### src/common/str_link_pkg.sv
// ----------------------------------------
// string link constants and types
// line timing, frame characters and the
// string buffer struct shared by all blocks
// ----------------------------------------

package str_link_pkg;

	// system clock and line rate
	localparam int CLK_FREQ     = 50_000_000;
	localparam int BAUD_RATE    = 115_200;

	// 434 clocks per bit at these rates
	localparam int CLKS_PER_BIT = CLK_FREQ / BAUD_RATE;

	// width of the bit-time counters in the uart blocks
	localparam int BIT_CNT_W    = $clog2(CLKS_PER_BIT);

	// string capacity, 128 chars = 1024 bits
	localparam int MAX_CHARS    = 128;
	localparam int LEN_W        = 8;

	// deframer gives up on a frame after 1 ms of silence
	localparam int RX_IDLE_CLKS = 50_000;
	localparam int IDLE_CNT_W   = $clog2(RX_IDLE_CLKS + 1);

	// frame is {{ content }}
	localparam logic [7:0] SOF_CHAR = 8'h7b;
	localparam logic [7:0] EOF_CHAR = 8'h7d;

	// char 0 sits in the lowest byte of chars
	typedef struct packed {
		logic [MAX_CHARS-1:0][7:0] chars;
		logic [LEN_W-1:0]          len;
	} str_buf_t;

endpackage

### src/verilog/frame_rx.sv
// ----------------------------------------
// string deframer
// strips {{ and }}, assembles the chars,
// drops a frame after an idle timeout
// ----------------------------------------

`timescale 1ns/1ps

module frame_rx
	import str_link_pkg::*;
(
	input  logic       sys_clk,
	input  logic       sys_rst_n,
	input  logic [7:0] rx_byte,
	input  logic       rx_vld,
	output str_buf_t   rx_msg,
	output logic       rx_busy,
	output logic       rx_done
);

	typedef enum logic [6:0] {
		st_idle   = 7'b000_0001,
		st_sof1   = 7'b000_0010,
		st_sof2   = 7'b000_0100,
		st_body   = 7'b000_1000,
		st_eof1   = 7'b001_0000,
		st_eof2   = 7'b010_0000,
		st_finish = 7'b100_0000
	} rx_state_t;

	rx_state_t                 state;
	logic [MAX_CHARS-1:0][7:0] rx_chars;
	logic [LEN_W-1:0]          rx_len;
	logic [IDLE_CNT_W-1:0]     idle_cnt;
	logic                      timeout;
	logic                      is_sof;
	logic                      is_eof;
	logic                      is_char;
	logic                      room1;
	logic                      room2;
	logic                      store_one;
	logic                      store_pair;

	assign is_sof  = rx_vld && (rx_byte == SOF_CHAR);
	assign is_eof  = rx_vld && (rx_byte == EOF_CHAR);
	assign is_char = rx_vld && (rx_byte != EOF_CHAR);

	// free slots left for one or two more chars
	assign room1 = (rx_len < LEN_W'(MAX_CHARS));
	assign room2 = (rx_len < LEN_W'(MAX_CHARS - 1));

	// a lone } inside the content is kept along with the byte after it
	assign store_one  = (state == st_body) && is_char;
	assign store_pair = (state == st_eof1) && is_char;

	assign timeout = (state != st_idle) && !rx_vld &&
		(idle_cnt == IDLE_CNT_W'(RX_IDLE_CLKS - 1));

	assign rx_busy = (state != st_idle);
	assign rx_done = (state == st_finish);
	assign rx_msg  = '{chars: rx_chars, len: rx_len};

	// silence counter, restarted by every byte
	always_ff @(posedge sys_clk or negedge sys_rst_n) begin
		if (!sys_rst_n) idle_cnt <= '0;
		else if (state == st_idle || rx_vld) idle_cnt <= '0;
		else idle_cnt <= idle_cnt + 1'b1;
	end

	always_ff @(posedge sys_clk or negedge sys_rst_n) begin
		if (!sys_rst_n) begin
			state <= st_idle;
		end else if (timeout) begin
			state <= st_idle;
		end else begin
			case (state)
				st_idle:   if (is_sof) state <= st_sof1;
				// other bytes between the two opening braces are ignored
				st_sof1:   if (is_sof) state <= st_sof2;
				st_sof2:   state <= st_body;
				st_body:   if (is_eof) state <= st_eof1;
				st_eof1: begin
					if (is_eof) state <= st_eof2;
					else if (rx_vld) state <= st_body;
				end
				st_eof2:   state <= st_finish;
				st_finish: state <= st_idle;
				default:   state <= st_idle;
			endcase
		end
	end

	// length saturates at capacity, extra chars are discarded
	always_ff @(posedge sys_clk or negedge sys_rst_n) begin
		if (!sys_rst_n) begin
			rx_len <= '0;
		end else if (state == st_sof2) begin
			rx_len <= '0;
		end else if (store_one && room1) begin
			rx_len <= rx_len + LEN_W'(1);
		end else if (store_pair && room2) begin
			rx_len <= rx_len + LEN_W'(2);
		end else if (store_pair && room1) begin
			rx_len <= rx_len + LEN_W'(1);
		end
	end

	always_ff @(posedge sys_clk) begin
		if (store_one && room1) rx_chars[rx_len] <= rx_byte;
		if (store_pair && room1) rx_chars[rx_len] <= EOF_CHAR;
		if (store_pair && room2) rx_chars[rx_len + LEN_W'(1)] <= rx_byte;
	end

endmodule

### config.mk
export PLATFORM = sky130hd
export DESIGN_NAME = frame_rx
export DESIGN_NICKNAME = d
export VERILOG_FILES = /design/src/common/str_link_pkg.sv /design/src/verilog/frame_rx.sv
export SDC_FILE = /design/constraint.sdc
export NUM_CORES = 2
export LEC_CHECK = 0
export ABC_AREA = 1
export BUFFER_PORTS_ARGS = -buffer_cell sky130_fd_sc_hd__buf_4
export CORE_AREA = 2 2 402 404
export CTS_BUF_LIST = sky130_fd_sc_hd__clkbuf_16
export DETAILED_ROUTE_END_ITERATION = 16
export DIE_AREA = 0 0 404 406
export HOLD_SLACK_MARGIN = 0.08
export MAX_ROUTING_LAYER = met4
export PLACE_DENSITY_LB_ADDON = 0.08
export RECOVER_POWER = 50
export SLEW_MARGIN = 20
export SYNTH_ARGS = -nofsm -noshare
export SYNTH_HDL_FRONTEND = slang
export SYNTH_SLANG_ARGS = --single-unit
### constraint.sdc
create_clock -name sys_clk -period 6.15 [get_ports sys_clk]
set_input_delay 0.9225 -clock sys_clk [delete_from_list [all_inputs] [get_ports sys_clk]]
set_output_delay 0.9225 -clock sys_clk [all_outputs]
set_load 0.005 [all_outputs]
Word level (Yosys, flattened, before mapping)
Index checks and enable logic that the tools add are counted.
- reduce and logical (&&, ||, !) cells: 16
- add/subtract/negate cells: 3
- $lt $le $gt $ge: 6
- equal/unequal tests: 16
- multiplexer cells: 21
- bitwise gates (word level): 3
- operators with widths (operator ; count):
    $mux 1024 ; 3
    $bwmux 1024 ; 2
    $or 768x768->768 ; 1
    $and 256x256->256 ; 1
    $not 256->256 ; 1
    $demux 8 s7 ; 2
    $mux 8 ; 6
    $mux 7 ; 6
    $pmux 7 s6 ; 1
    $lt 8x8->1 const B ; 3
    $add 16x1->16 const B ; 1
    $eq 16x16->1 const B ; 1
    $eq 8x7->1 const B ; 2
    $ge 8x1->1 const B ; 2
    $mux 16 ; 1
    $logic_and 1x1->1 ; 12
    $ne 3x3->1 const B ; 3
    $add 8x1->8 const B ; 1
    $add 8x2->8 const B ; 1
    $lt 8x7->1 const B ; 1
    $ne 8x7->1 const B ; 1
    $eq 7x1->1 const B ; 1
    $eq 7x2->1 const B ; 1
    $eq 7x3->1 const B ; 1
    10 further kinds ; 10
- flip-flop bits (word level): 1055
- logic and storage cells: 196
- bits of input ports: 11
- output and inout bits: 1034

Logic depth before layout (Yosys ltp)
- depth in word-level cells: 10
- gate-level depth with buffers: 15
- depth with buffers taken out: 13

Worst setup path before layout
No wires, ideal clock.
- path kind: register to register
- start point: register rx_len[6]
- end point: register rx_chars, in the netlist rx_msg[759]
- buffers on the path: 2
- path slack: 3620 ps
- cell stages (with the launch flop): 15
- clock period less this slack: 2530 ps
- arrival: 2421 ps
- setup time: 109 ps
- cell sequence: dfrtp_1 > clkbuf_2 > nand2_1 > nor2_1 > inv_1 > nor2_1 > ha_1 > nand3_1 > nor2_2 > buf_2 > nand3_2 > nand2_1 > nand2_1 > nand2_1 > inv_1
- cells in the longest elaborated chain, start to end: 10
- ends and longest elaborated chain (what ; RTL line ; text):
    start: declaration ; frame_rx.sv:33 ; logic [LEN_W-1:0] rx_len;
    start signal: assignment ; frame_rx.sv:100 ; rx_len <= rx_len + LEN_W'(1);
    start signal: assignment ; frame_rx.sv:102 ; rx_len <= rx_len + LEN_W'(2);
    start signal: assignment ; frame_rx.sv:104 ; rx_len <= rx_len + LEN_W'(1);
    parallel branches: the longest is 9 deep, another holds $add 8x1->8 ; - ;
    $mux 1024 (*) ; frame_rx.sv:111 ; if (store_pair && room2) rx_chars[rx_len + LEN_W'(1)] <= rx_byte;
    end signal: indexed assignment ; frame_rx.sv:109 ; if (store_one && room1) rx_chars[rx_len] <= rx_byte;
    end signal: indexed assignment ; frame_rx.sv:111 ;
    end: declaration ; frame_rx.sv:32 ; logic [MAX_CHARS-1:0][7:0] rx_chars;
Mark *: on every way between the ends.
A chain may end at the register's enable or synchronous reset.

Worst setup path after layout
- start point: register rx_len[6]
- end point: register rx_chars, in the netlist rx_msg[34]
- cells in the longest elaborated chain, start to end: 10
- ends and longest elaborated chain (what ; RTL line):
    parallel branches: the longest is 9 deep, another holds $add 8x1->8 ; -
    $mux 1024 (*) ; frame_rx.sv:111
Marked as above.

==> metrics.yaml <==
layout:
  areaGrowthSynthToFinish_pct: 24.3
  multi_input_comb_area_mm2: 0.0248
  nets: 8848
  stdcell_area_mm2: 0.0609
  n_fill_cell: 17700
  seq_area_mm2: 0.0213
  drive_above_1_share_pct: 9.91
clock_network:
  cts_num_sinks: 1055
  clk_pin_slew_ns: 0.06
  cts.htree.levels: 4
  cts_buffers: 131
  cts_resized: 0
  clock_path_buffers: 3
  clkLatencyLatePin_ns: 0.78
  cts_tree: "done"
  clk_root_buffer_cell: "clkbuf_16"
routing:
  routedWlPerCell_um: 23.7
  vias: 54400
  drc_errors: 0
  firstDrtPassIters: 6
  first_iter_violations: 4913
  viasPerCell: 4.94
  wirelength_mm: 262
  final_antenna_net_count: 0
sta:
  period_minus_slack_ns: 4.81
  setup_tns_ns: 0
  worst_pin_slew_ns: 1.87
  rsz0062_at_grt: "false"
  max_freq_mhz: 208
  hold_viol: 0
  clock_skew_ns: 0.0310
  drv_slew: 32
  maxSlewHeadroom_pct: -24.4
  setup_viol: 0
  period_share_pct: 78.2
setup_path:
  criticalPathCategory: "flip-flop to flip-flop"
  reg2reg_from: "rx_len[6]"
  r2r_slack_ns: 1.34
  arrival_ns: 5.52
  crit_path_start_kind: "flip-flop"
  required_ns: 6.86
  cp-end-kind: "flip-flop"
  reg2reg_depth: 14
  r2r_end: "rx_msg[34]"
  crit_fanout: 9
hold_path:
  hold_path_class: "flip-flop to flip-flop"
  hold_end: "idle_cnt[0]"
  holdPathStages: 1
  min-delay-start: "idle_cnt[0]"
die:
  start_util_pct: 30.7
  core_mm2: 0.160
  die_h_um: 406
  die_x_um: 404
  rows: 147
  pin_count: 1045
  design.die.area_mm2: 0.164
power:
  pwr-share-clk_pct: 48.5
  p_switching_mw: 4.08
  powerDensity_mw_per_mm2: 249
  vdd_drop_max_uv: 282
  comb_power_share_pct: 5.9
  internal_power_mw: 11.1
  swShare_pct: 26.9
  p_seq_share_pct: 45.6
  p_leak_nw: 32.5
global_routing:
  grt_pass1_vias: 48800
  overflow: 0
  track_usage_pct: 31.4
  grt_pass1_wl_mm: 364
  grt_max_degree: 152
  antenna_found_initial: 5
placement:
  post-dp-hpwl_mm: 179
  io_buffer_count: 1044
  placedInstanceArea_mm2: 0.0592
  routabilityCongestion: 0.899
flow_run:
  max_cap_violations: 1
synth:
  syn_nets: 7845
  synth-seq-area-share_pct: 43.4
  synthDistinctLibCells: 43
  synthesis.area_mm2: 0.0490
  synth_seq_cells: 1055
  synthCells: 7827
  synth.avg_cell_area_um2: 6.26
  yosysWarnings: 0
outcome:
  status: "finished, violations left"
  violations: "capacitance limit, slew limit"
-- power by group through the flow --
| stage | clock [mW] | combinational, mW | sequential [mW] |
|---|---|---|---|
| finish | 7.36 | 0.896 | 6.93 |
| CTS | 7.50 | 0.897 | 6.92 |
| detailed placement | 0 | 0.893 | 7.07 |
| global placement | 0 | 0.889 | 7.07 |
| floorplan | 0 | 0.396 | 7.05 |
| global route | 7.75 | 0.933 | 6.93 |
-- repair_timing --
item | in CTS | in global routing
endpoints found under the hold margin | 11 | 0
endpoints found under the setup margin | 0 | 0
setup buffers | 0 | 0
hold buffers | 1 | 0
-- state kept, by name (all words and copies together), names as in the netlist --
| signal | cells |
|---|---|
| rx_len | 8 |
| rx_msg | 1024 |
| state | 7 |
| idle_cnt | 16 |
-- worst max path at each step --
stage                    from          end  depth (start not counted)
global placement    rx_len[6]  rx_msg[605]                         14
floorplan           rx_len[6]  rx_msg[759]                         14
global route        rx_len[6]  rx_msg[606]                         14
CTS                 rx_len[6]  rx_msg[478]                         14
finish              rx_len[6]   rx_msg[34]                         14
detailed placement  rx_len[6]  rx_msg[604]                         14
-- critical path: stages, from the launching register on --
cell and delay, ns:
dfrtp_1 0.64, nand2_1 0.30, nor2_1 0.53, inv_1 0.33, nor2_1 0.17, ha_1 0.25
nand3_1 0.15, nor2_2 0.64, inv_1 0.18, nor2_4 0.60, buf_4 0.31, nand2_1 0.23
nand2_1 0.26, nand2_1 0.08, nand2_1 0.08
-- cells in the final DEF, fill, tap and decap left out, types with 2 or more instances in the layout --
master,instances
a21oi_1,21
nand3_2,51
nor3b_1,2
o21a_1,2
inv_16,3
or2_2,2
clkbuf_1,603
xor2_1,5
o21ai_0,475
diode_2,5
buf_6,7
dfxtp_1,1024
buf_4,99
nor3_1,16
buf_1,2
o21ai_1,3
dfrtp_1,30
inv_2,15
a21boi_0,21
nand3_1,277
inv_1,533
clkbuf_16,138
clkinv_2,9
nand2_4,4
clkinv_1,38
nand4_1,49
nor2_4,26
nand2_2,74
clkbuf_4,404
nand2_1,4793
ha_1,7
nor2_2,22
nand3_4,8
inv_6,5
buf_12,7
nor3_4,2
nor2_1,133
nor4_1,3
a21o_1,2
-- kinds of logic (layout without fill, tap and decap cells) --
logic type                 Yosys count  in the layout  synth area share [%]
other                                0              5                     0
DFF                               1055           1055                  43.4
AOI/OAI and AO/OA                  531            531                  5.59
and+or+nand+nor                   5464           5464                  44.5
adders and majority gates            7              7                 0.179
buffers and inverters              765           1869                  6.23
xor gates and xnor gates             5              5                0.0894
-- cell type report --
class                   count  share of cell area (%)
diodes                      5                  0.0205
clock buffers             138                    5.67
flip-flops and latches   1055                    34.9
multi-input cells        6007                    40.8
clock inverters            96                   0.797
inverters                 511                    3.16
well taps                2086                    4.29
repair buffers           1124                    10.3
-- stage by stage --
| stage | cells | hold slack (ns) | setup slack (ns) | util, % | total power, mW |
|---|---|---|---|---|---|
| CTS | 11000 | 0.469 | 1.38 | 39.6 | 15.3 |
| finish | 11000 | 0.465 | 1.34 | 38.1 | 15.2 |
| global route | 11000 | 0.492 | 1.09 | 38.1 | 15.6 |
| detailed placement | 10800 | 0.461 | 1.37 | 37.1 | 7.97 |
| floorplan | 7827 | 0.433 | 3.62 | - | 7.45 |
| global placement | 10800 | 0.449 | 1.43 | 37.1 | 7.96 |
-- synth_stat cells (all sizes together) --
master,instances,area (µm²)
ha,7,87.6
o211ai,1,7.51
o21ai,480,2410
dfxtp,1024,20500
nor3,18,106
dfrtp,30,751
dfstp,1,26.3
nand4,49,307
nand3b,1,7.51
nor2,181,820
a31oi,1,6.26
a21o,2,15.0
nor4,3,18.8
a21boi,21,158
inv,510,1910
clkbuf,150,564
a21oi,21,105
o2111ai,1,8.76
xor2,5,43.8
clkinv,1,3.75
o31ai,1,7.51
o21a,2,15.0
o2bb2ai,1,8.76
nand2,4872,18500
or2,2,12.5
nor3b,2,15.0
nand3,336,2030
buf,104,573
-- layer usage --
metal  GRT usage [%]  wire [µm]  vias up
met5               -          0        -
met4            12.1      12500        0
met3            8.31      22400      443
met2            50.1     119000     2099
met1            37.9     107000    25700
li1                -          -    26100
Power figures use the tool's default switching activity.
