<file path="config.mk">
export PLATFORM = sky130hd
export DESIGN_NAME = frame_tx
export DESIGN_NICKNAME = d
export VERILOG_FILES = /design/src/common/str_link_pkg.sv /design/src/verilog/frame_tx.sv
export SDC_FILE = /design/constraint.sdc
export NUM_CORES = 1
export LEC_CHECK = 0
export ABC_AREA = 1
export BUFFER_PORTS_ARGS = -buffer_cell sky130_fd_sc_hd__buf_2
export CORE_AREA = 2 2 410 412
export CTS_BUF_LIST = sky130_fd_sc_hd__clkbuf_4 sky130_fd_sc_hd__clkbuf_8
export DETAILED_ROUTE_END_ITERATION = 10
export DIE_AREA = 0 0 412 414
export GPL_TIMING_DRIVEN = 0
export HOLD_SLACK_MARGIN = 0.06
export SETUP_SLACK_MARGIN = 0.3
export SLEW_MARGIN = 40
export SYNTH_ARGS = -nofsm -noshare
export SYNTH_HDL_FRONTEND = slang
export SYNTH_SLANG_ARGS = --single-unit
</file>
<file path="constraint.sdc">
create_clock -name sys_clk -period 62.5 [get_ports sys_clk]
set_clock_uncertainty 0.05 [all_clocks]
set_input_delay 12.5 -clock sys_clk [delete_from_list [all_inputs] [get_ports sys_clk]]
set_output_delay 12.5 -clock sys_clk [all_outputs]
set_load 0.02 [all_outputs]
</file>
<file path="src/common/str_link_pkg.sv">
// ----------------------------------------
// string link constants and types
// line timing, frame characters and the
// string buffer struct shared by all blocks
// ----------------------------------------

package str_link_pkg;

	// system clock and line rate
	localparam int CLK_FREQ     = 50_000_000;
	localparam int BAUD_RATE    = 115_200;

	// 434 clocks per bit at these rates
	localparam int CLKS_PER_BIT = CLK_FREQ / BAUD_RATE;

	// width of the bit-time counters in the uart blocks
	localparam int BIT_CNT_W    = $clog2(CLKS_PER_BIT);

	// string capacity, 128 chars = 1024 bits
	localparam int MAX_CHARS    = 128;
	localparam int LEN_W        = 8;

	// deframer gives up on a frame after 1 ms of silence
	localparam int RX_IDLE_CLKS = 50_000;
	localparam int IDLE_CNT_W   = $clog2(RX_IDLE_CLKS + 1);

	// frame is {{ content }}
	localparam logic [7:0] SOF_CHAR = 8'h7b;
	localparam logic [7:0] EOF_CHAR = 8'h7d;

	// char 0 sits in the lowest byte of chars
	typedef struct packed {
		logic [MAX_CHARS-1:0][7:0] chars;
		logic [LEN_W-1:0]          len;
	} str_buf_t;

endpackage

</file>
<file path="src/verilog/frame_tx.sv">
// ----------------------------------------
// string framer
// sends {{, the string chars and }} as
// back to back bytes through uart_tx
// ----------------------------------------

`timescale 1ns/1ps

module frame_tx
	import str_link_pkg::*;
(
	input  logic       sys_clk,
	input  logic       sys_rst_n,
	input  str_buf_t   tx_msg,
	input  logic       tx_req,
	output logic       tx_busy,
	output logic       tx_done,
	output logic [7:0] byte_data,
	output logic       byte_req,
	input  logic       byte_done
);

	typedef enum logic [6:0] {
		st_idle   = 7'b000_0001,
		st_sof1   = 7'b000_0010,
		st_sof2   = 7'b000_0100,
		st_body   = 7'b000_1000,
		st_eof1   = 7'b001_0000,
		st_eof2   = 7'b010_0000,
		st_finish = 7'b100_0000
	} tx_state_t;

	tx_state_t        state;
	str_buf_t         msg_q;
	logic [LEN_W-1:0] tx_idx;
	logic             accept;

	// empty strings are not sent
	assign accept  = (state == st_idle) && tx_req && (tx_msg.len != '0);
	assign tx_busy = (state != st_idle);
	assign tx_done = (state == st_finish);

	always_ff @(posedge sys_clk) begin
		if (accept) msg_q <= tx_msg;
	end

	always_ff @(posedge sys_clk or negedge sys_rst_n) begin
		if (!sys_rst_n) begin
			state <= st_idle;
		end else begin
			case (state)
				st_idle:   if (accept) state <= st_sof1;
				st_sof1:   if (byte_done) state <= st_sof2;
				st_sof2:   if (byte_done) state <= st_body;
				st_body:   if (byte_done && tx_idx == msg_q.len) state <= st_eof1;
				st_eof1:   if (byte_done) state <= st_eof2;
				st_eof2:   if (byte_done) state <= st_finish;
				st_finish: state <= st_idle;
				default:   state <= st_idle;
			endcase
		end
	end

	// each byte is requested the cycle after the previous one finished
	always_ff @(posedge sys_clk or negedge sys_rst_n) begin
		if (!sys_rst_n) begin
			byte_data <= '0;
			byte_req  <= 1'b0;
			tx_idx    <= '0;
		end else begin
			byte_req <= 1'b0;
			case (state)
				st_idle: begin
					tx_idx <= '0;
					if (accept) begin
						byte_data <= SOF_CHAR;
						byte_req  <= 1'b1;
					end
				end
				st_sof1: begin
					if (byte_done) begin
						byte_data <= SOF_CHAR;
						byte_req  <= 1'b1;
					end
				end
				st_sof2: begin
					if (byte_done) begin
						byte_data <= msg_q.chars[0];
						byte_req  <= 1'b1;
						tx_idx    <= LEN_W'(1);
					end
				end
				st_body: begin
					if (byte_done) begin
						byte_req <= 1'b1;
						if (tx_idx != msg_q.len) begin
							byte_data <= msg_q.chars[tx_idx];
							tx_idx    <= tx_idx + 1'b1;
						end else begin
							byte_data <= EOF_CHAR;
						end
					end
				end
				st_eof1: begin
					if (byte_done) begin
						byte_data <= EOF_CHAR;
						byte_req  <= 1'b1;
					end
				end
				default: ;
			endcase
		end
	end

endmodule

</file>
# Word level (Yosys, flattened, before mapping)

Cells that the tools add are included.

Bitwise logic cells: 0
Shifts and indexed selects: 0
Reductions and logical operators: 10
$lt $le $gt $ge: 1
Muxes and demuxes: 23
Add/sub/neg operators: 1
Eq/ne operators: 18
Div/mod/pow operators: 0
Multiply operators: 0

Operators with widths:

| cell                  | number |
|---|---|
| $mux W8               | 10 |
| $bmux W8 S7           | 1 |
| $mux W7               | 6 |
| $pmux W7 S6           | 1 |
| $pmux W8 S5           | 1 |
| $pmux W8 S3           | 1 |
| $ne A2 B2 Y1 const B  | 8 |
| $reduce_and A6 Y1     | 2 |
| $add A8 B1 Y8 const B | 1 |
| $eq A8 B8 Y1          | 1 |
| $lt A8 B8 Y1 const B  | 1 |
| $ne A8 B8 Y1          | 1 |
| $reduce_bool A8 Y1    | 1 |
| $eq A7 B1 Y1 const B  | 1 |
| $eq A7 B2 Y1 const B  | 1 |
| $eq A7 B3 Y1 const B  | 1 |
| $eq A7 B4 Y1 const B  | 1 |
| $eq A7 B5 Y1 const B  | 1 |
| $eq A7 B6 Y1 const B  | 1 |
| $eq A7 B7 Y1 const B  | 1 |
| $ne A7 B1 Y1 const B  | 1 |
| $reduce_bool A5 Y1    | 1 |
| $reduce_and A4 Y1     | 1 |
| $reduce_or A4 Y1      | 1 |
| other kinds (4)       | 7 |

Flip-flop bits (word level): 1056
Latch bits: 0
Output and inout port bits: 11
Word-level logic and storage cells: 186
Bits in read-only memories: 0
Memory bits (writable): 0
Memories kept: 0

# Depth between registers and ports, before layout

Gate-level depths: netlist of run 1.

Depth after elaboration: 5
Mapped depth: 17

# Least setup slack after synthesis of run 1

No wires, ideal clock.

Path kind: input-to-reg
From: in tx_msg[7] (netlist bit)
To: reg msg_q[0] (netlist bit), enable pin
Setup time: 1.367 ns
Arrival time: 32.617 ns
Path buffers: 0
Required time: 61.083 ns
Stages: 5
Path slack: 28.466 ns
Path through: nor2_1 nand2_1 o21a_1 nand2_2 inv_1

Word-level cells in the longest chain between the ends: 2

Ends and longest elaborated chain:

| element                | RTL line       | source |
|---|---|---|
| start: declaration     | frame_tx.sv:14 | `input str_buf_t tx_msg,` |
| $reduce_bool A8 Y1     | frame_tx.sv:39 | `assign accept = (state == st_idle) && tx_req && (tx_msg.len != '0);` |
| $logic_and A1 B1 Y1    | frame_tx.sv:39 |  |
| net accept             | frame_tx.sv:36 | `logic accept;` |
| end signal: assignment | frame_tx.sv:44 | `if (accept) msg_q <= tx_msg;` |
| end: declaration       | frame_tx.sv:34 | `str_buf_t msg_q;` |

The timed path passes the listed nets, and every way through them passes these cells.
A chain may end at the register's enable or synchronous reset.

# Worst setup path after layout of run 1

From: reg state[0]
To: out tx_busy

Word-level cells in the longest chain between the ends: 1

Ends and longest elaborated chain:

| element                  | RTL line       | source |
|---|---|---|
| start: declaration       | frame_tx.sv:33 | `tx_state_t state;` |
| start signal: assignment | frame_tx.sv:49 | `state <= st_idle;` |
| start signal: assignment | frame_tx.sv:52 | `st_idle: if (accept) state <= st_sof1;` |
| start signal: assignment | frame_tx.sv:53 | `st_sof1: if (byte_done) state <= st_sof2;` |
| $ne A7 B1 Y1             | frame_tx.sv:40 | `assign tx_busy = (state != st_idle);` |
| end: declaration         | frame_tx.sv:16 | `output logic tx_busy,` |

No other way between the ends.

==> results.py, run 1 <==
metrics = {
    "status": {
        "outcome": "complete, no violations",
    },
    "power_and_ir_drop": {
        "p_per_area_nw_per_um2": 39.55,
        "power.static_leakage_nw": 22.78,
        "ir_drop_uv": 22.09,
    },
    "setup_path": {
        "crit_path_start": "state[0]$_DFFE_PN1P_",
        "r2r.worst_path.cells": 16,
        "r2r_setup_slack_ns": 58.37,
        "r2r_end": "byte_data[7]$_DFFE_PN0P_",
        "cpMostUsedCell": "inv_1",
        "cp.required_ns": 49.95,
        "crit_type": "flop to output port",
        "cpPeakStageDelay_ns": 0.53,
        "start_kind": "flop",
        "cp_max_fo": 4,
        "crit_arrival_ns": 2.31,
        "path_cells": "inv_1 -> nor4_4 -> inv_1 -> buf_2",
        "end_kind": "output port",
        "critical_path.endpoint": "tx_busy",
        "cp_slowest_cell": "dfstp_2",
        "r2r_start": "tx_idx[0]$_DFFE_PN0P_",
    },
    "die": {
        "start_util_pct": 25.87,
        "die-area_sq_um": 170600,
        "fp-row-count": 150,
        "ioPinCount": 1047,
        "core_sq_um": 166300,
        "fp.dieW_um": 412,
        "die_h_um": 414,
    },
    "finish": {
        "drive_gt1_share_pct": 30.14,
        "final_nets": 6032,
        "syn_to_final_growth_pct": 28.48,
    },
    "routing": {
        "drcViolationCount": 0,
        "avgViaCountPerCell": 4.747,
        "finalWirelength_mm": 215.6,
        "ant_nets": 0,
        "first_pass_iters": 7,
        "drt_iter0_drc": 4211,
        "vias": 35260,
        "wl_per_cell_um": 29.02,
    },
    "timing": {
        "worst_pin_slew_ns": 0.8720,
        "setup_tns_ns": 0,
        "fin_crit_ns": 14.86,
        "rsz0062_at_grt": "false",
        "fin_crit_sh_pct": 23.77,
        "setup_ws_ns": 47.64,
        "setup_viol": 0,
        "relSlewSlack_pct": 41.87,
        "finalHoldViolCount": 0,
        "drv_slew": 0,
        "max_freq_ghz": 0.06731,
    },
    "synth": {
        "async_flop_share_pct": 2.273,
        "netlist.area_leader.share_pct": 72.04,
        "synth.distinct_cells": 35,
        "syn_area_sq_um": 43020,
        "syn-num-nets": 4782,
        "yosysSeqAreaShare_pct": 73.44,
        "yosysWarnings": 0,
        "synth-main-ff-cell": "edfxtp_1",
        "synth_enable_flop_cells": 1032,
        "synth_cells": 3745,
        "yosysTopAreaCell": "edfxtp_1",
        "synth_area_leaders": "edfxtp_1 72%, nand2_1 13%, nand3_1 4.7%, buf_2 1.5%, dfrtp_1 1.3%",
        "ys_ff_latch": 1056,
        "synth_area_per_cell_sq_um": 11.49,
    },
    "global_route": {
        "grt_pass1_wl_mm": 281.0,
        "met1_usage_pct": 30.96,
        "use_met2_pct": 39.76,
        "top_usage_layer": "met2",
        "grt_pass1_vias": 34390,
        "grt.overflow.total": 0,
        "grt_max_degree": 87,
        "antenna_found_initial": 103,
        "grtUsageTotal_pct": 24.50,
        "grt_use_met3_pct": 6.134,
    },
    "cts": {
        "cts_resized": 0,
        "cts_buffers": 185,
        "clk_latency_ns": 0.98,
        "htree_levels": 4,
        "holdBufCountCts": 0,
        "cts_setup_buffers": 0,
        "cts_sinks": 1056,
        "clockBufferDepth": 3,
        "cts_tree": "done",
        "cts_root_buf": "clkbuf_8",
        "path_clk_slew_ns": 0.06,
    },
    "run": {
        "drv_cap": 0,
    },
    "placed_design": {
        "portBuffers": 1046,
        "gp_congestion": 0.9174,
        "place_ws_ns": 46.86,
        "dp_hpwl_mm": 168.8,
    },
    "hold_path": {
        "min_from": "byte_data[6]$_DFFE_PN0P_",
        "hp-class": "flop to flop",
    },
}
-- kinds of logic (layout without fill, tap and decap cells) --
group,after synthesis,in the layout,synth area share (%)
AOI/OAI and AO/OA,260,260,3.269
xor gates and xnor gates,6,6,0.1222
adders and majority gates,1,1,0.02908
buffers and inverters,313,1704,3.310
DFF,1056,1056,73.44
other,0,89,0
and+or+nand+nor,2109,2109,19.83
-- cell usage in the layout (no fill, tap or decap), types with 15 or more instances in the layout --
cell / count
clkbuf_8: 185
edfxtp_1: 1032
diode_2: 89
inv_1: 90
clkbuf_1: 32
o22ai_1: 38
a21oi_1: 100
dfrtp_1: 23
nand3_1: 402
buf_4: 26
o21ai_0: 93
clkinv_1: 36
clkbuf_4: 64
buf_16: 15
buf_2: 1175
nand2_1: 1540
nor2_1: 120
clkinv_2: 20
nor3_1: 27
-- power by group --
group | internal [mW] | switching (mW)
combinational | 0.121 | 0.367
sequential | 1.01 | 0.0567
clock | 0.329 | 0.307
total | 1.45 | 0.731
-- cells in the mapped netlist (3+ instances only) --
cell      number
a21boi_0       9
a21oi_1      100
buf_1         14
buf_2        127
buf_4         24
clkbuf_1      46
dfrtp_1       23
edfxtp_1    1032
inv_1         91
inv_2          9
nand2_1     1540
nand2_2        4
nand3_1      402
nand4_1        3
nor2_1       120
nor2_2         3
nor3_1        28
o211ai_1       9
o21ai_0       93
o21ai_1        6
o22ai_1       38
xor2_1         6
-- stage by stage --
step	power [mW]	utilization [%]	hold WS, ns	std cells	instance area [sq um]
6_report	2.186	33.24	0.4910	7429	55270
5_1_grt	2.279	33.17	0.5030	7385	55160
3_3_place_gp	1.859	30.68	0.4492	6995	51010
4_1_cts	2.202	33.10	0.4935	7339	55040
2_1_floorplan	1.512	-	0.4706	3745	43020
3_5_place_dp	1.565	30.95	0.4741	7011	51460
-- registers in the layout, indices dropped and copies added (netlist names) --
| name | flops |
|---|---|
| tx_idx | 8 |
| msg_q | 1032 |
| byte_data | 8 |
| byte_req | 1 |
| state | 7 |
-- per-layer routing --
layer	wire length, um	vias to the layer above	part of all wire (%)
met4	9098	38	4.2
met2	101100	2031	47
li1	-	15520	-
met1	85710	17230	40
met5	241	-	0.11
met3	19360	440	9.0
-- final cells by class --
cell class,instances,area [sq um]
plain buffers,211,1061
flip-flops and latches,1056,31590
multi-input cells,2376,10010
clock buffers,249,3027
well taps,2204,2758
fillers,17050,111000
diodes,89,222.7
clock inverters,79,545.5
inverters,102,390.4
repair buffers,1063,5663
-- worst min-delay path by stage --
stage | depth (start not counted) | endpoint
after floorplan | 2 | state[5]$_DFFE_PN0P_
after global placement | 2 | byte_data[7]$_DFFE_PN0P_
after detailed placement | 2 | byte_data[0]$_DFFE_PN0P_
after CTS | 2 | byte_data[4]$_DFFE_PN0P_
after global routing | 2 | byte_data[4]$_DFFE_PN0P_
final | 2 | byte_data[6]$_DFFE_PN0P_
-- critical path: cells and delay by family, from the launching register on --
kind	cells	cell delay [ns]
buffers and inverters	3	0.42
AND/OR/NAND/NOR	1	0.38
flip-flops	1	0.53
Note: power is estimated with default switching activity, not from simulation.
==> inputs of run 2 (changes only) <==
==> constraint.sdc (replaced) <==
create_clock -name sys_clk -period 14.13 [get_ports sys_clk]
set_clock_uncertainty 0.05 [all_clocks]
set_input_delay 2.826 -clock sys_clk [delete_from_list [all_inputs] [get_ports sys_clk]]
set_output_delay 2.826 -clock sys_clk [all_outputs]
set_load 0.02 [all_outputs]
==> results.py, run 2 (synthesis gave the netlist of run 1 again) <==
metrics = {
    "status": {
        "outcome": "complete, no violations",
    },
    "setup_path": {
        "crit_arrival_ns": 2.34,
        "r2r_start": "tx_idx[0]$_DFFE_PN0P_",
        "crit_type": "flop to output port",
        "cp_max_fo": 4,
        "r2r.worst_path.cells": 16,
        "cp_slowest_cell": "dfrtp_1",
        "cp.required_ns": 11.25,
        "end_kind": "output port",
        "start_kind": "flop",
        "r2r_setup_slack_ns": 10.19,
        "r2r_end": "byte_data[7]$_DFFE_PN0P_",
        "cpPeakStageDelay_ns": 0.39,
        "path_cells": "inv_1 -> nand2_2 -> nor2_1 -> and3_1 -> buf_2",
    },
    "cts": {
        "cts_resized": 0,
        "clk_latency_ns": 0.96,
        "clockBufferDepth": 3,
        "path_clk_slew_ns": 0.07,
        "htree_levels": 4,
        "cts_tree": "done",
        "cts_sinks": 1056,
        "cts_setup_buffers": 0,
        "holdBufCountCts": 0,
        "cts_root_buf": "clkbuf_8",
        "cts_buffers": 189,
    },
    "finish": {
        "top_register": "msg_q",
        "largest_register_ffs": 1032,
        "final_common_cell": "nand2_1",
        "reg_top3": "msg_q: 1032 flops, byte_data: 8 flops, tx_idx: 8 flops",
        "syn_to_final_growth_pct": 30.49,
        "multi_input_area_sq_um": 10020,
        "fin_area_sq_um": 56130,
        "n_fill_cell": 16930,
        "drive_gt1_share_pct": 30.48,
        "final_cell_mix": "1540 x nand2_1, 1176 x buf_2, 1032 x edfxtp_1, 402 x nand3_1, 190 x clkbuf_8",
        "fin_util_pct": 33.76,
        "final_nets": 6067,
        "area.sequential_sq_um": 31590,
    },
    "die": {
        "ioPinCount": 1047,
        "die-area_sq_um": 170600,
        "start_util_pct": 25.87,
        "fp-row-count": 150,
        "core_sq_um": 166300,
        "fp.dieW_um": 412,
        "die_h_um": 414,
    },
    "power_and_ir_drop": {
        "p_per_area_nw_per_um2": 177.7,
        "power.static_leakage_nw": 23.15,
        "ir_drop_uv": 97.46,
    },
    "routing": {
        "drcViolationCount": 0,
        "finalWirelength_mm": 217.8,
        "ant_nets": 0,
        "wl_per_cell_um": 29.19,
        "vias": 35430,
        "drt_iter0_drc": 3711,
        "first_pass_iters": 5,
        "avgViaCountPerCell": 4.749,
    },
    "hold_path": {
        "hp-class": "flop to flop",
        "hold_end": "byte_data[7]$_DFFE_PN0P_",
        "min_delay_path_depth": 2,
        "min_from": "byte_data[7]$_DFFE_PN0P_",
    },
    "global_route": {
        "grtUsageTotal_pct": 24.78,
        "grt_max_degree": 32,
        "grt_pass1_vias": 34640,
        "grt_pass1_wl_mm": 283.8,
        "grt.overflow.total": 0,
        "antenna_found_initial": 125,
    },
    "timing": {
        "worst_pin_slew_ns": 0.9208,
        "setup_viol": 0,
        "setup_ws_ns": 8.915,
        "relSlewSlack_pct": 38.61,
        "setup_tns_ns": 0,
        "rsz0062_at_grt": "false",
        "max_freq_ghz": 0.1918,
        "fin_crit_ns": 5.215,
        "finalHoldViolCount": 0,
        "fin_crit_sh_pct": 36.91,
        "drv_slew": 0,
    },
    "placed_design": {
        "portBuffers": 1046,
        "dp_hpwl_mm": 171.5,
        "placed_area_sq_um": 52220,
        "gp_congestion": 0.9347,
        "place_ws_ns": 8.266,
    },
    "run": {
        "drv_cap": 0,
    },
}
[run 2: worst max-delay path by stage]
stage / startpoint / endpoint / slack (ns) / depth (start not counted)
2_1_floorplan: tx_msg[1] / msg_q[0]$_DFFE_PP_ / -5.07 / 5
3_3_place_gp: tx_msg[3] / msg_q[944]$_DFFE_PP_ / -12.38 / 6
3_5_place_dp: tx_msg[3] / msg_q[452]$_DFFE_PP_ / 8.27 / 14
4_1_cts: state[2]$_DFFE_PN0P_ / tx_done / 8.80 / 5
5_1_grt: state[1]$_DFFE_PN0P_ / tx_done / 8.76 / 5
6_report: state[2]$_DFFE_PN0P_ / tx_done / 8.92 / 5
[run 2: routing by layer]
metal | track usage, % | wire [um] | up-vias
li1 | - | - | 15590
met1 | 31.80 | 87530 | 17200
met2 | 40.11 | 101900 | 2122
met3 | 5.986 | 19200 | 457
met4 | 9.755 | 8833 | 54
met5 | 0 | 323 | -
[run 2: worst max-delay path: cells and delay by family (launching register included)]
kind,cells,cell delay (ns)
buffers and inverters,2,0.34
DFF,1,0.39
and+or+nand+nor,3,0.64
[run 2: metrics by stage]
step	hold slack (ns)	cells	power (mW)
global placement	0.4490	6995	7.357
detailed placement	0.4480	7043	7.128
floorplan	0.4706	3745	6.356
CTS	0.4686	7378	10.05
finish	0.4680	7460	9.974
global route	0.4954	7426	10.40
[run 2: cell type report]
type                            instances  share of cell area (%)
Antenna cell                           82                  0.3656
Inverter                              102                  0.6888
Timing Repair Buffer                 1094                   11.40
Buffer                                211                   1.892
Multi-Input combinational cell       2376                   17.86
Sequential cell                      1056                   56.28
Tap cell                             2204                   4.913
Clock inverter                         87                   1.168
Clock buffer                          248                   5.434
[run 2: report_power, final]
| part | leakage, nW | switching, mW | internal, mW |
|---|---|---|---|
| Combinational | 11.3 | 1.64 | 0.702 |
| Sequential | 9.95 | 0.265 | 4.44 |
| Clock | 1.93 | 1.38 | 1.54 |
