<file path="config.mk">
export PLATFORM = sky130hd
export DESIGN_NAME = uart_rx
export DESIGN_NICKNAME = d
export VERILOG_FILES = /design/src/common/str_link_pkg.sv /design/src/uart/uart_rx.sv
export SDC_FILE = /design/constraint.sdc
export NUM_CORES = 1
export LEC_CHECK = 0
export ABC_AREA = 1
export BUFFER_PORTS_ARGS = -buffer_cell sky130_fd_sc_hd__buf_2
export CAP_MARGIN = 40
export CORE_MARGIN = 1.5
export CORE_UTILIZATION = 45
export CTS_BUF_LIST = sky130_fd_sc_hd__clkbuf_8 sky130_fd_sc_hd__clkbuf_16
export DETAILED_ROUTE_END_ITERATION = 10
export PLACE_DENSITY = 0.65
export SYNTH_ARGS = -nofsm -noshare
export SYNTH_HDL_FRONTEND = slang
export SYNTH_SLANG_ARGS = --single-unit
</file>
<file path="constraint.sdc">
create_clock -name sys_clk -period 1.6 [get_ports sys_clk]
set_clock_uncertainty 0.1 [all_clocks]
set_input_delay 0.16 -clock sys_clk [delete_from_list [all_inputs] [get_ports sys_clk]]
set_output_delay 0.16 -clock sys_clk [all_outputs]
set_load 0.05 [all_outputs]
</file>
<file path="src/common/str_link_pkg.sv">
// ----------------------------------------
// string link constants and types
// line timing, frame characters and the
// string buffer struct shared by all blocks
// ----------------------------------------

package str_link_pkg;

	// system clock and line rate
	localparam int CLK_FREQ     = 50_000_000;
	localparam int BAUD_RATE    = 115_200;

	// 434 clocks per bit at these rates
	localparam int CLKS_PER_BIT = CLK_FREQ / BAUD_RATE;

	// width of the bit-time counters in the uart blocks
	localparam int BIT_CNT_W    = $clog2(CLKS_PER_BIT);

	// string capacity, 128 chars = 1024 bits
	localparam int MAX_CHARS    = 128;
	localparam int LEN_W        = 8;

	// deframer gives up on a frame after 1 ms of silence
	localparam int RX_IDLE_CLKS = 50_000;
	localparam int IDLE_CNT_W   = $clog2(RX_IDLE_CLKS + 1);

	// frame is {{ content }}
	localparam logic [7:0] SOF_CHAR = 8'h7b;
	localparam logic [7:0] EOF_CHAR = 8'h7d;

	// char 0 sits in the lowest byte of chars
	typedef struct packed {
		logic [MAX_CHARS-1:0][7:0] chars;
		logic [LEN_W-1:0]          len;
	} str_buf_t;

endpackage

</file>
<file path="src/uart/uart_rx.sv">
// ----------------------------------------
// uart receiver, 8n1
// two-flop sync, start check at mid-bit,
// mid-bit data sampling, stop bit check
// ----------------------------------------

`timescale 1ns/1ps

module uart_rx
	import str_link_pkg::*;
(
	input  logic       sys_clk,
	input  logic       sys_rst_n,
	input  logic       rxd,
	output logic [7:0] rx_byte,
	output logic       rx_vld
);

	typedef enum logic [1:0] {
		rx_idle,
		rx_start,
		rx_data,
		rx_stop
	} rx_state_t;

	rx_state_t            state;
	logic                 rxd_meta;
	logic                 rxd_sync;
	logic                 rxd_prev;
	logic [BIT_CNT_W-1:0] clk_cnt;
	logic [2:0]           bit_idx;
	logic                 fall;
	logic                 half_bit;
	logic                 full_bit;

	assign fall     = rxd_prev && !rxd_sync;
	assign half_bit = (clk_cnt == BIT_CNT_W'(CLKS_PER_BIT / 2 - 1));
	assign full_bit = (clk_cnt == BIT_CNT_W'(CLKS_PER_BIT - 1));

	// synchronizer and edge history
	always_ff @(posedge sys_clk or negedge sys_rst_n) begin
		if (!sys_rst_n) begin
			rxd_meta <= 1'b1;
			rxd_sync <= 1'b1;
			rxd_prev <= 1'b1;
		end else begin
			rxd_meta <= rxd;
			rxd_sync <= rxd_meta;
			rxd_prev <= rxd_sync;
		end
	end

	always_ff @(posedge sys_clk or negedge sys_rst_n) begin
		if (!sys_rst_n) begin
			state   <= rx_idle;
			clk_cnt <= '0;
			bit_idx <= '0;
			rx_vld  <= 1'b0;
		end else begin
			rx_vld <= 1'b0;
			case (state)
				rx_idle: begin
					clk_cnt <= '0;
					bit_idx <= '0;
					if (fall) state <= rx_start;
				end
				rx_start: begin
					// still low at mid start bit, else a glitch
					if (half_bit) begin
						clk_cnt <= '0;
						state   <= rxd_sync ? rx_idle : rx_data;
					end else begin
						clk_cnt <= clk_cnt + 1'b1;
					end
				end
				rx_data: begin
					if (full_bit) begin
						clk_cnt <= '0;
						bit_idx <= bit_idx + 3'd1;
						if (bit_idx == 3'd7) state <= rx_stop;
					end else begin
						clk_cnt <= clk_cnt + 1'b1;
					end
				end
				rx_stop: begin
					if (full_bit) begin
						// framing error drops the byte silently
						rx_vld  <= rxd_sync;
						clk_cnt <= '0;
						state   <= rx_idle;
					end else begin
						clk_cnt <= clk_cnt + 1'b1;
					end
				end
				default: state <= rx_idle;
			endcase
		end
	end

	// data bits arrive lsb first
	always_ff @(posedge sys_clk) begin
		if (state == rx_data && full_bit) rx_byte <= {rxd_sync, rx_byte[7:1]};
	end

endmodule

</file>
Word level (Yosys, flattened, before mapping) --
Cells that the tools add are included.
Storage, ports and cells: register bits after elaboration 26, input bits 3, output and inout bits 9, logic and storage cells 43
Operators by class: add/sub/neg operators 2, equality and inequality tests 11, multiplexer cells 14, reductions and logical operators 8
Operators with widths (number):
- one-hot mux 9 bit (3 select lines) | 1
- 2-to-1 mux 9 bit | 2
- 2-to-1 mux 2 bit | 6
- inequality test 2 bit (second input constant) | 5
- adder 9 x 1 -> 9 bit (second input constant) | 1
- equality test 9 x 8 -> 1 bit (second input constant) | 1
- equality test 9 bit (second input constant) | 1
- one-hot mux 2 bit (4 select lines) | 1
- one-hot mux 3 bit (2 select lines) | 1
- AND reduction 5 bit | 1
- equality test 2 bit (second input constant) | 2
- adder 3 x 1 -> 3 bit (second input constant) | 1
- equality test 3 bit (second input constant) | 1
- 2-to-1 mux 3 bit | 1
- equality test 2 x 1 -> 1 bit (second input constant) | 1
- logical AND 1 bit | 2
- zero test 2 bit | 1
- 2-to-1 mux 1 bit | 2
- AND reduction 2 bit | 1
- nonzero test 2 bit | 1
- OR reduction 2 bit | 1
- zero test 1 bit | 1

Logic depth before layout (Yosys ltp) --
Gate-level depths: netlist of the first run.
depth in word-level cells 4, mapped depth 9

Worst setup path before layout of the first run --
No wires, ideal clock.
kind register to register, from register clk_cnt[1], to register rx_byte[0] (enable), arrival time 1.224 ns, required time 1.146 ns, setup slack -0.078 ns, stages on the path, launching flop included 7, clock period less this slack 1.678 ns, path through dfrtp_1 -> inv_1 -> ha_1 -> nand2_1 -> nor2_1 -> nand2_4 -> nor3_4
On the way: word-level cells in the longest chain between the ends 2
Ends and longest elaborated chain:
- from (decl) | RTL line uart_rx.sv:30 | logic [BIT_CNT_W-1:0] clk_cnt;
- from (signal assigned) | RTL line uart_rx.sv:73 | clk_cnt <= clk_cnt + 1'b1;
- from (signal assigned) | RTL line uart_rx.sv:82 | clk_cnt <= clk_cnt + 1'b1;
- from (signal assigned) | RTL line uart_rx.sv:92 | clk_cnt <= clk_cnt + 1'b1;
- equality test 9 bit | RTL line uart_rx.sv:38 | assign full_bit = (clk_cnt == BIT_CNT_W'(CLKS_PER_BIT - 1));
- logical AND 1 bit | RTL line uart_rx.sv:102 | if (state == rx_data && full_bit) rx_byte <= {rxd_sync, rx_byte[7:1]};
- to (signal assigned) | RTL line uart_rx.sv:102
- to (decl) | RTL line uart_rx.sv:15 | output logic [7:0] rx_byte,
Every way passes these cells. A chain may end at the register's enable or synchronous reset.

Worst setup path in the final report of the first run --
from register clk_cnt[0], to register clk_cnt[6]
On the way: word-level cells in the longest chain between the ends 3, elaborated cells between the ends (all ways) 6, those cells by class 1 x add/sub; 2 x eq/ne; 3 x mux
Ends and longest elaborated chain:
- adder 9 x 1 -> 9 bit (tied with other cells) | RTL line uart_rx.sv:73, uart_rx.sv:82, uart_rx.sv:92
- 2-to-1 mux 9 bit, on equally long branches | RTL line uart_rx.sv:77, uart_rx.sv:86, uart_rx.sv:69
- one-hot mux 9 bit (3 select lines) * | RTL line uart_rx.sv:61 | case (state)
Mark *: on every way between the ends. The rest lies on a longest branch, timed or not.

==> results.md, run 1 <==
* Final Hold Viols at 0
* CP required at 1.66 ns
* Worst slack, placed at -0.0333 ns
* Ranking of synthesized cells by area: dfrtp_1 32%, edfxtp_1 20%, dfstp_2 6.7%, nand2_1 5.4%, ha_1 5.3%
* Layout cells sized above 1 at 38.1%
* Starting Density at 47.7%
* VDD IR max at 0.874 mV
* Final net count at 143
* Mapped Area at 1180 µm²
* Placer Congestion at 0.805
* Die boundary width at 54.2 µm
* Die Y at 54.2 µm
* Final setup violation count at 0
* Startpoint Class: flop
* Min-Delay Path Class: input port to async pin
* Worst Path Arrival at 1.65 ns
* Worst-path clk slew at 0.09 ns
* First-pass GRT wire length at 3.51 mm
* Max Freq at 627 MHz
* Status: completed
* Period minus WS final at 1.59 ns
* R2R Path Start: clk_cnt[0]$_DFF_PN0_
* Most common cell in the synthesized netlist: nand2_1
* Die Area at 2940 µm²
* Routed len/inst at 13.7 µm
* Final HPWL DP at 1.59 mm
* Setup ws final at 0.00609 ns
* Leak at 0.680 nW
* Max-Cap Viols at 0
* Synth cell count leaders: 17 x nand2_1, 15 x dfrtp_1, 12 x nor2_1
* Most frequent CP cell: buf_4
* Relative slew slack at 71.1%
* Worst-Margin Slew at 0.433 ns
* Total CTS buffers at 3
* Syn Nets at 117
* Root Buffer: clkbuf_8
* Post-Route WL at 2.25 mm
* CP Capture Point: clk_cnt[6]$_DFF_PN0_
* TritonCTS clock tree: built
* Area Growth Syn to Fin at 26.0%
* Via density at 5.05
* Worst Setup SP: clk_cnt[0]$_DFF_PN0_
* Fin crit share at 99.6%
* Synth area leader: dfrtp_1
* Initial antenna violation count at 0
* Final Max Tran Viols at 0
* Syn Inst Count at 109
* Initial DRC Count at 7
* Top Family by Delay on Critical Path: flip-flops
* Sequential-to-total area share from yosys stat at 58.8%
* Worst path slowest cell: dfrtp_2
* Slowest cell delay on critical path at 0.42 ns
* Crit path cell chain: buf_4 -> ha_2 -> nand2_2 -> nor3_2 -> buf_4 -> xor2_1 -> nor2_1
* Total power at 1.91 mW
* CTS Buffer Depth at 2
* CTS Sinks at 26
* Number of global-route vias before repair at 803
* Antenna Nets Post-Route at 0
* R2r endpoint: clk_cnt[6]$_DFF_PN0_
* Setup TNS at 0 ns
* Core footprint at 2480 µm²
* RSZ-0062 raised after global routing: yes
* Std cell rows at 18
* CP Class: flop to flop
* DRC viols at 0
* Mean Syn Cell Area at 10.8 µm²
* CTS H-tree depth at 1
* Top FF cell, synth: dfrtp_1
* FF-to-FF path depth at 7
* Synthesized flop and latch total at 26
* Ys async rst share at 69.2%
* Largest net degree at the start of global routing at 19
* DR pass1 iterations at 4
* Num ports at 12
* Critical Path Sink Type: flop
* Ant. Diodes at 0
* Gr usage total at 16.8%
* Util after Layout at 60.1%
* Synth unique cells at 25
* Dpl cells at 156
* Final non-filler cell total at 164
* Peak fanout along the critical path at 4
* YS warnings at 0
* Setup slack, reg-to-reg at 0.006 ns
* Proportion of netlist area held by the largest area contributor at 31.8%
* Worst-Skew Late Latency at 0.27 ns
* WP buf/inv at 2
* Power per cell area at 1280 nW/µm²
* Post-synth EDFFs at 8
* Via count at 828
* Critical Path Stages at 7
* Total gr overflow at 0
* Port-buffer cells at 11
-- layout make-up --
class,instances,area (µm²)
Clock inverter,1,30.0
Sequential cell,26,696
Clock buffer,3,41.3
Fill cell,205,990
Inverter,14,52.6
Tap cell,30,37.5
Multi-Input combinational cell,69,479
Timing Repair Buffer,21,151
-- what timing repair did --
| action | in CTS | in global routing |
|---|---|---|
| hold buffers | 2 | 0 |
| gates resized for setup | 7 | 7 |
| endpoints found under the hold margin | 16 | 0 |
| setup buffers | 1 | 1 |
| gates cloned | 0 | 0 |
| pin swaps | 1 | 4 |
| setup endpoints to repair | 18 | 20 |
-- report_power, final --
part           switching (mW)  internal, mW
combinational           0.350         0.191
sequential             0.0917         0.742
clock                   0.200         0.335
-- metrics by stage --
step           area, µm²  hold WS (ns)
2_1_floorplan       1180        -0.236
3_3_place_gp        1330       0.00357
3_5_place_dp        1330        0.0165
4_1_cts             1460         0.258
5_1_grt             1490         0.269
6_report            1490         0.255
-- worst min-delay path by stage --
stage	to	slack, ns	cells after the start
after floorplan	async pin	-0.24	0
after global placement	clk_cnt[6]$_DFF_PN0_	0.004	1
after detailed placement	clk_cnt[6]$_DFF_PN0_	0.02	1
after CTS	clk_cnt[6]$_DFF_PN0_	0.26	2
after global routing	rxd_sync$_DFF_PN1_	0.27	0
final	clk_cnt[7]$_DFF_PN0_	0.25	2
-- worst register-to-register path, delay by kind of cell (launching register included) --
kind,cells,cell delay [ns]
adders and majority gates,1,0.18
buffers and inverters,2,0.27
DFF,1,0.42
xor gates and xnor gates,1,0.16
and+or+nand+nor,3,0.37
-- sequential cells by signal (all words and copies together), names as in the netlist, named ones only --
register	cells
bit_idx	3
clk_cnt	9
rx_byte	8
rx_vld	1
rxd_meta	1
rxd_prev	1
rxd_sync	1
state	1
-- cell usage in the layout (no fill, tap or decap), drive strengths merged --
master       netlist  routed
nand2             21      21
buf                0      19
dfrtp             15      15
nor2              14      14
inv               14      14
edfxtp             8       8
nand3              6       6
a21oi              5       5
ha                 5       5
nor3               5       5
nand4              3       3
clkbuf             0       3
dfstp              3       3
o21ai              3       3
a22o               2       2
dlygate4sd3        0       2
xor2               1       1
a211oi             1       1
xnor2              1       1
nor4               1       1
mux2               1       1
bufinv             0       1
-- layer usage --
layer / GRT usage, % / vias to the layer above / share of wire, %
li1: - / 414 / -
met1: 22.0 / 396 / 46
met2: 27.3 / 13 / 50
met3: 3.28 / 5 / 2.4
met4: 6.67 / 0 / 1.8
met5: 0 / - / 0
-- cell families after synthesis --
kind of cell | synth area share [%]
buf+inv | 4.45
simple gates | 22.2
flops | 58.8
xor+xnor | 1.48
compound gates | 6.46
fa+ha+maj | 5.30
mux | 1.27
No activity file was read; power rests on OpenSTA's default activity.
==> run 2: changes to the inputs <==
Settings changed: ABC_AREA 1 to unset, CORE_MARGIN 1.5 to unset, PLACE_DENSITY 0.65 to 0.66.
==> results.md, run 2 <==
* Initial antenna violation count at 0 (unchanged)
* DRC viols at 0 (unchanged)
* Layout cells sized above 1 at 36.7% (-1.3 points)
* Synth area leader: dfrtp_1
* Top FF cell, synth: dfrtp_1
* GRT busiest layer: met2
* Die boundary width at 53.2 µm (-1.9%)
* GR Util met1 at 23.0% (+1.0 points)
* Worst-path clk slew at 0.08 ns (about the same)
* Startpoint Class: flop
* Max Freq at 611 MHz (-2.6%)
* Peak fanout along the critical path at 6 (+2)
* Post-synthesis compound-gate area fraction at 12.2% (+5.7 points)
* Power per cell area at 1220 nW/µm² (-4.8%)
* Relative slew slack at 73.0% (+1.9 points)
* CTS H-tree depth at 1 (unchanged)
* Util after Layout at 61.8% (+1.7 points)
* Dpl cells at 147 (-5.8%)
* Root Buffer: clkbuf_8
* CTS Sinks at 26 (unchanged)
* CP Class: flop to flop
* Die Y at 53.2 µm (-1.9%)
* Port-buffer cells at 11 (unchanged)
* Final setup violation count at 14 (+14)
* Mux contribution to synthesized area at 0% (-1.3 points)
* First-pass GRT wire length at 3.75 mm (+7.1%)
* M2 GR Usage at 32.3% (+5.0 points)
* Via density at 5.56 (+10%)
* Final Hold Viols at 0 (unchanged)
* Xor/xnor share of the synthesized area at 2.23% (+0.74 points)
* Starting Density at 47.6% (-0.050 points)
* Ys async rst share at 69.2% (unchanged)
* Proportion of netlist area held by the largest area contributor at 31.8% (+0.034 points)
* Initial DRC Count at 11 (+4)
* Sequential-to-total area share from yosys stat at 58.9% (+0.062 points)
* Synthesized flop and latch total at 26 (unchanged)
* Core footprint at 2480 µm² (unchanged)
* Period minus WS final at 1.64 ns (+0.0434 ns)
* Gr usage total at 18.4% (+1.6 points)
* Antenna Nets Post-Route at 0 (unchanged)
* Mapped Area at 1180 µm² (-0.11%)
* Final HPWL DP at 1.59 mm (+0.43%)
* Total gr overflow at 0 (unchanged)
* Largest net degree at the start of global routing at 19 (unchanged)
* Grt met3 use at 1.72% (-1.6 points)
* Most frequent cells in the layout: 13 x dfrtp_1, 13 x buf_4, 11 x nand2_1, 11 x buf_2, 8 x edfxtp_1
* Ranking of synthesized cells by area: dfrtp_1 32%, edfxtp_1 20%, dfstp_2 6.7%, ha_1 5.3%, nand2_1 3.5%
* Syn Inst Count at 99 (-9.2%)
* Top reg by flops: clk_cnt
* Violated checks: negative setup slack
* Num ports at 12 (unchanged)
* Largest register FFs at 9 (unchanged)
* Status: finished with violations
* RSZ-0062 raised after global routing: yes
* DR pass1 iterations at 4 (unchanged)
* Leak at 0.665 nW (-2.2%)
* Most common cell in the synthesized netlist: dfrtp_1
* Total CTS buffers at 3 (unchanged)
* Final non-filler cell total at 158 (-3.7%)
* Worst-Margin Slew at 0.405 ns (-0.0285 ns)
* TritonCTS clock tree: built
* Syn Nets at 107 (-8.5%)
* Routed len/inst at 14.8 µm (+7.9%)
* Max-Cap Viols at 0 (unchanged)
* Largest family of logic cells by synthesized area: simple AND/OR/NAND/NOR gates
* Final net count at 137 (-4.2%)
* VDD IR max at 0.813 mV (-7.0%)
* Min-Delay Path Class: input port to async pin
* Final Max Tran Viols at 0 (unchanged)
* Critical Path Sink Type: flop
* Post-Route WL at 2.34 mm (+4.0%)
* Worst Path Arrival at 1.71 ns (+0.06 ns)
* CTS Buffer Depth at 2 (unchanged)
* Setup ws final at -0.0373 ns (-0.0434 ns)
* Area Growth Syn to Fin at 29.7%
* Setup TNS at -0.131 ns (-0.131 ns)
* CP required at 1.68 ns (+0.02 ns)
* Mean Syn Cell Area at 11.9 µm² (+10%)
* Worst-Skew Late Latency at 0.26 ns (about the same)
* Adder-Cell Fraction of Synth Area at 5.30% (+0.0056 points)
* Biggest regs: clk_cnt x9, rx_byte x8, bit_idx x3
* Die Area at 2830 µm² (-3.7%)
* Synth unique cells at 32 (+28%)
* YS warnings at 0 (unchanged)
* Placer Congestion at 0.808 (+0.42%)
* Synth cell count leaders: 15 x dfrtp_1, 11 x nand2_1, 8 x edfxtp_1
* Fin crit share at 102% (+2.7 points)
* Ant. Diodes at 0 (unchanged)
* Via count at 878 (+6.0%)
* Post-synth EDFFs at 8 (unchanged)
* Number of global-route vias before repair at 843 (+5.0%)
* Simple-gate area share of the yosys netlist at 18.5% (-3.8 points)
* Std cell rows at 18 (unchanged)
## run 2: final timing paths
path / start / to / slack (ns) / cells past startpoint
setup / recovery: clk_cnt[1]$_DFF_PN0_ / bit_idx[2]$_DFFE_PN0P_ / -0.04 / 6
hold / removal: sys_rst_n / clk_cnt[7]$_DFF_PN0_ / 0.25 / 2
setup reg to reg: clk_cnt[1]$_DFF_PN0_ / bit_idx[2]$_DFFE_PN0P_ / -0.04 / 6
hold reg to reg: rxd_meta$_DFF_PN1_ / rxd_sync$_DFF_PN1_ / 0.26 / 0
max in group asynchronous: sys_rst_n / rxd_prev$_DFF_PN1_ / 0.83 / 2
min in group sys_clk: rxd_meta$_DFF_PN1_ / rxd_sync$_DFF_PN1_ / 0.26 / 0
## run 2: repair_timing
action / in CTS / in global routing
gates cloned: 0 / 2
endpoints found under the setup margin: 16 / 22
endpoints found under the hold margin: 16 / 0
resized for setup: 5 / 12
setup buffers: 3 / 1
pin swaps: 8 / 11
hold buffers: 2 / 0
## run 2: report_power, final
group	leakage, nW	switching [mW]	internal (mW)
Combinational	0.343	0.308	0.311
Clock	0.0231	0.188	0.171
Sequential	0.298	0.115	0.775
## run 2: through the flow
stage	hold WS (ns)	area, µm²	worst slack [ns]	total power, mW
floorplan	-0.236	1190	0.0292	1.19
global placement	0.0106	1350	0.0193	1.37
detailed placement	0.0141	1350	-0.0564	1.40
CTS	0.257	1450	-0.0448	1.79
global route	0.268	1530	-0.0832	1.99
finish	0.252	1530	-0.0373	1.87
## run 2: cell type report
type,count,area [µm²]
Clock inverter,1,3.75
Clock buffer,3,41.3
Multi-Input combinational cell,66,533
Timing Repair Buffer,29,206
Inverter,3,11.3
Fill cell,197,947
Tap cell,30,37.5
Sequential cell,26,697
## run 2: layer usage
layer	vias to the layer above	part of all wire (%)
met5	-	0
met4	0	0.64
met3	2	1.7
met2	12	50
met1	433	47
li1	431	-
## run 2: critical path, cell delays in order, from the launching register on
cell and delay, ns:
dfrtp_1 0.40, inv_2 0.08, ha_4 0.12, nand4bb_1 0.12, buf_6 0.15, or4_1 0.46
o211ai_1 0.12
## run 2: kinds of logic after synthesis
family	count (synthesis)
AOI/OAI and AO/OA	21
and+or+nand+nor	36
buffers and inverters	8
DFF	26
adders and majority gates	5
xor gates and xnor gates	3
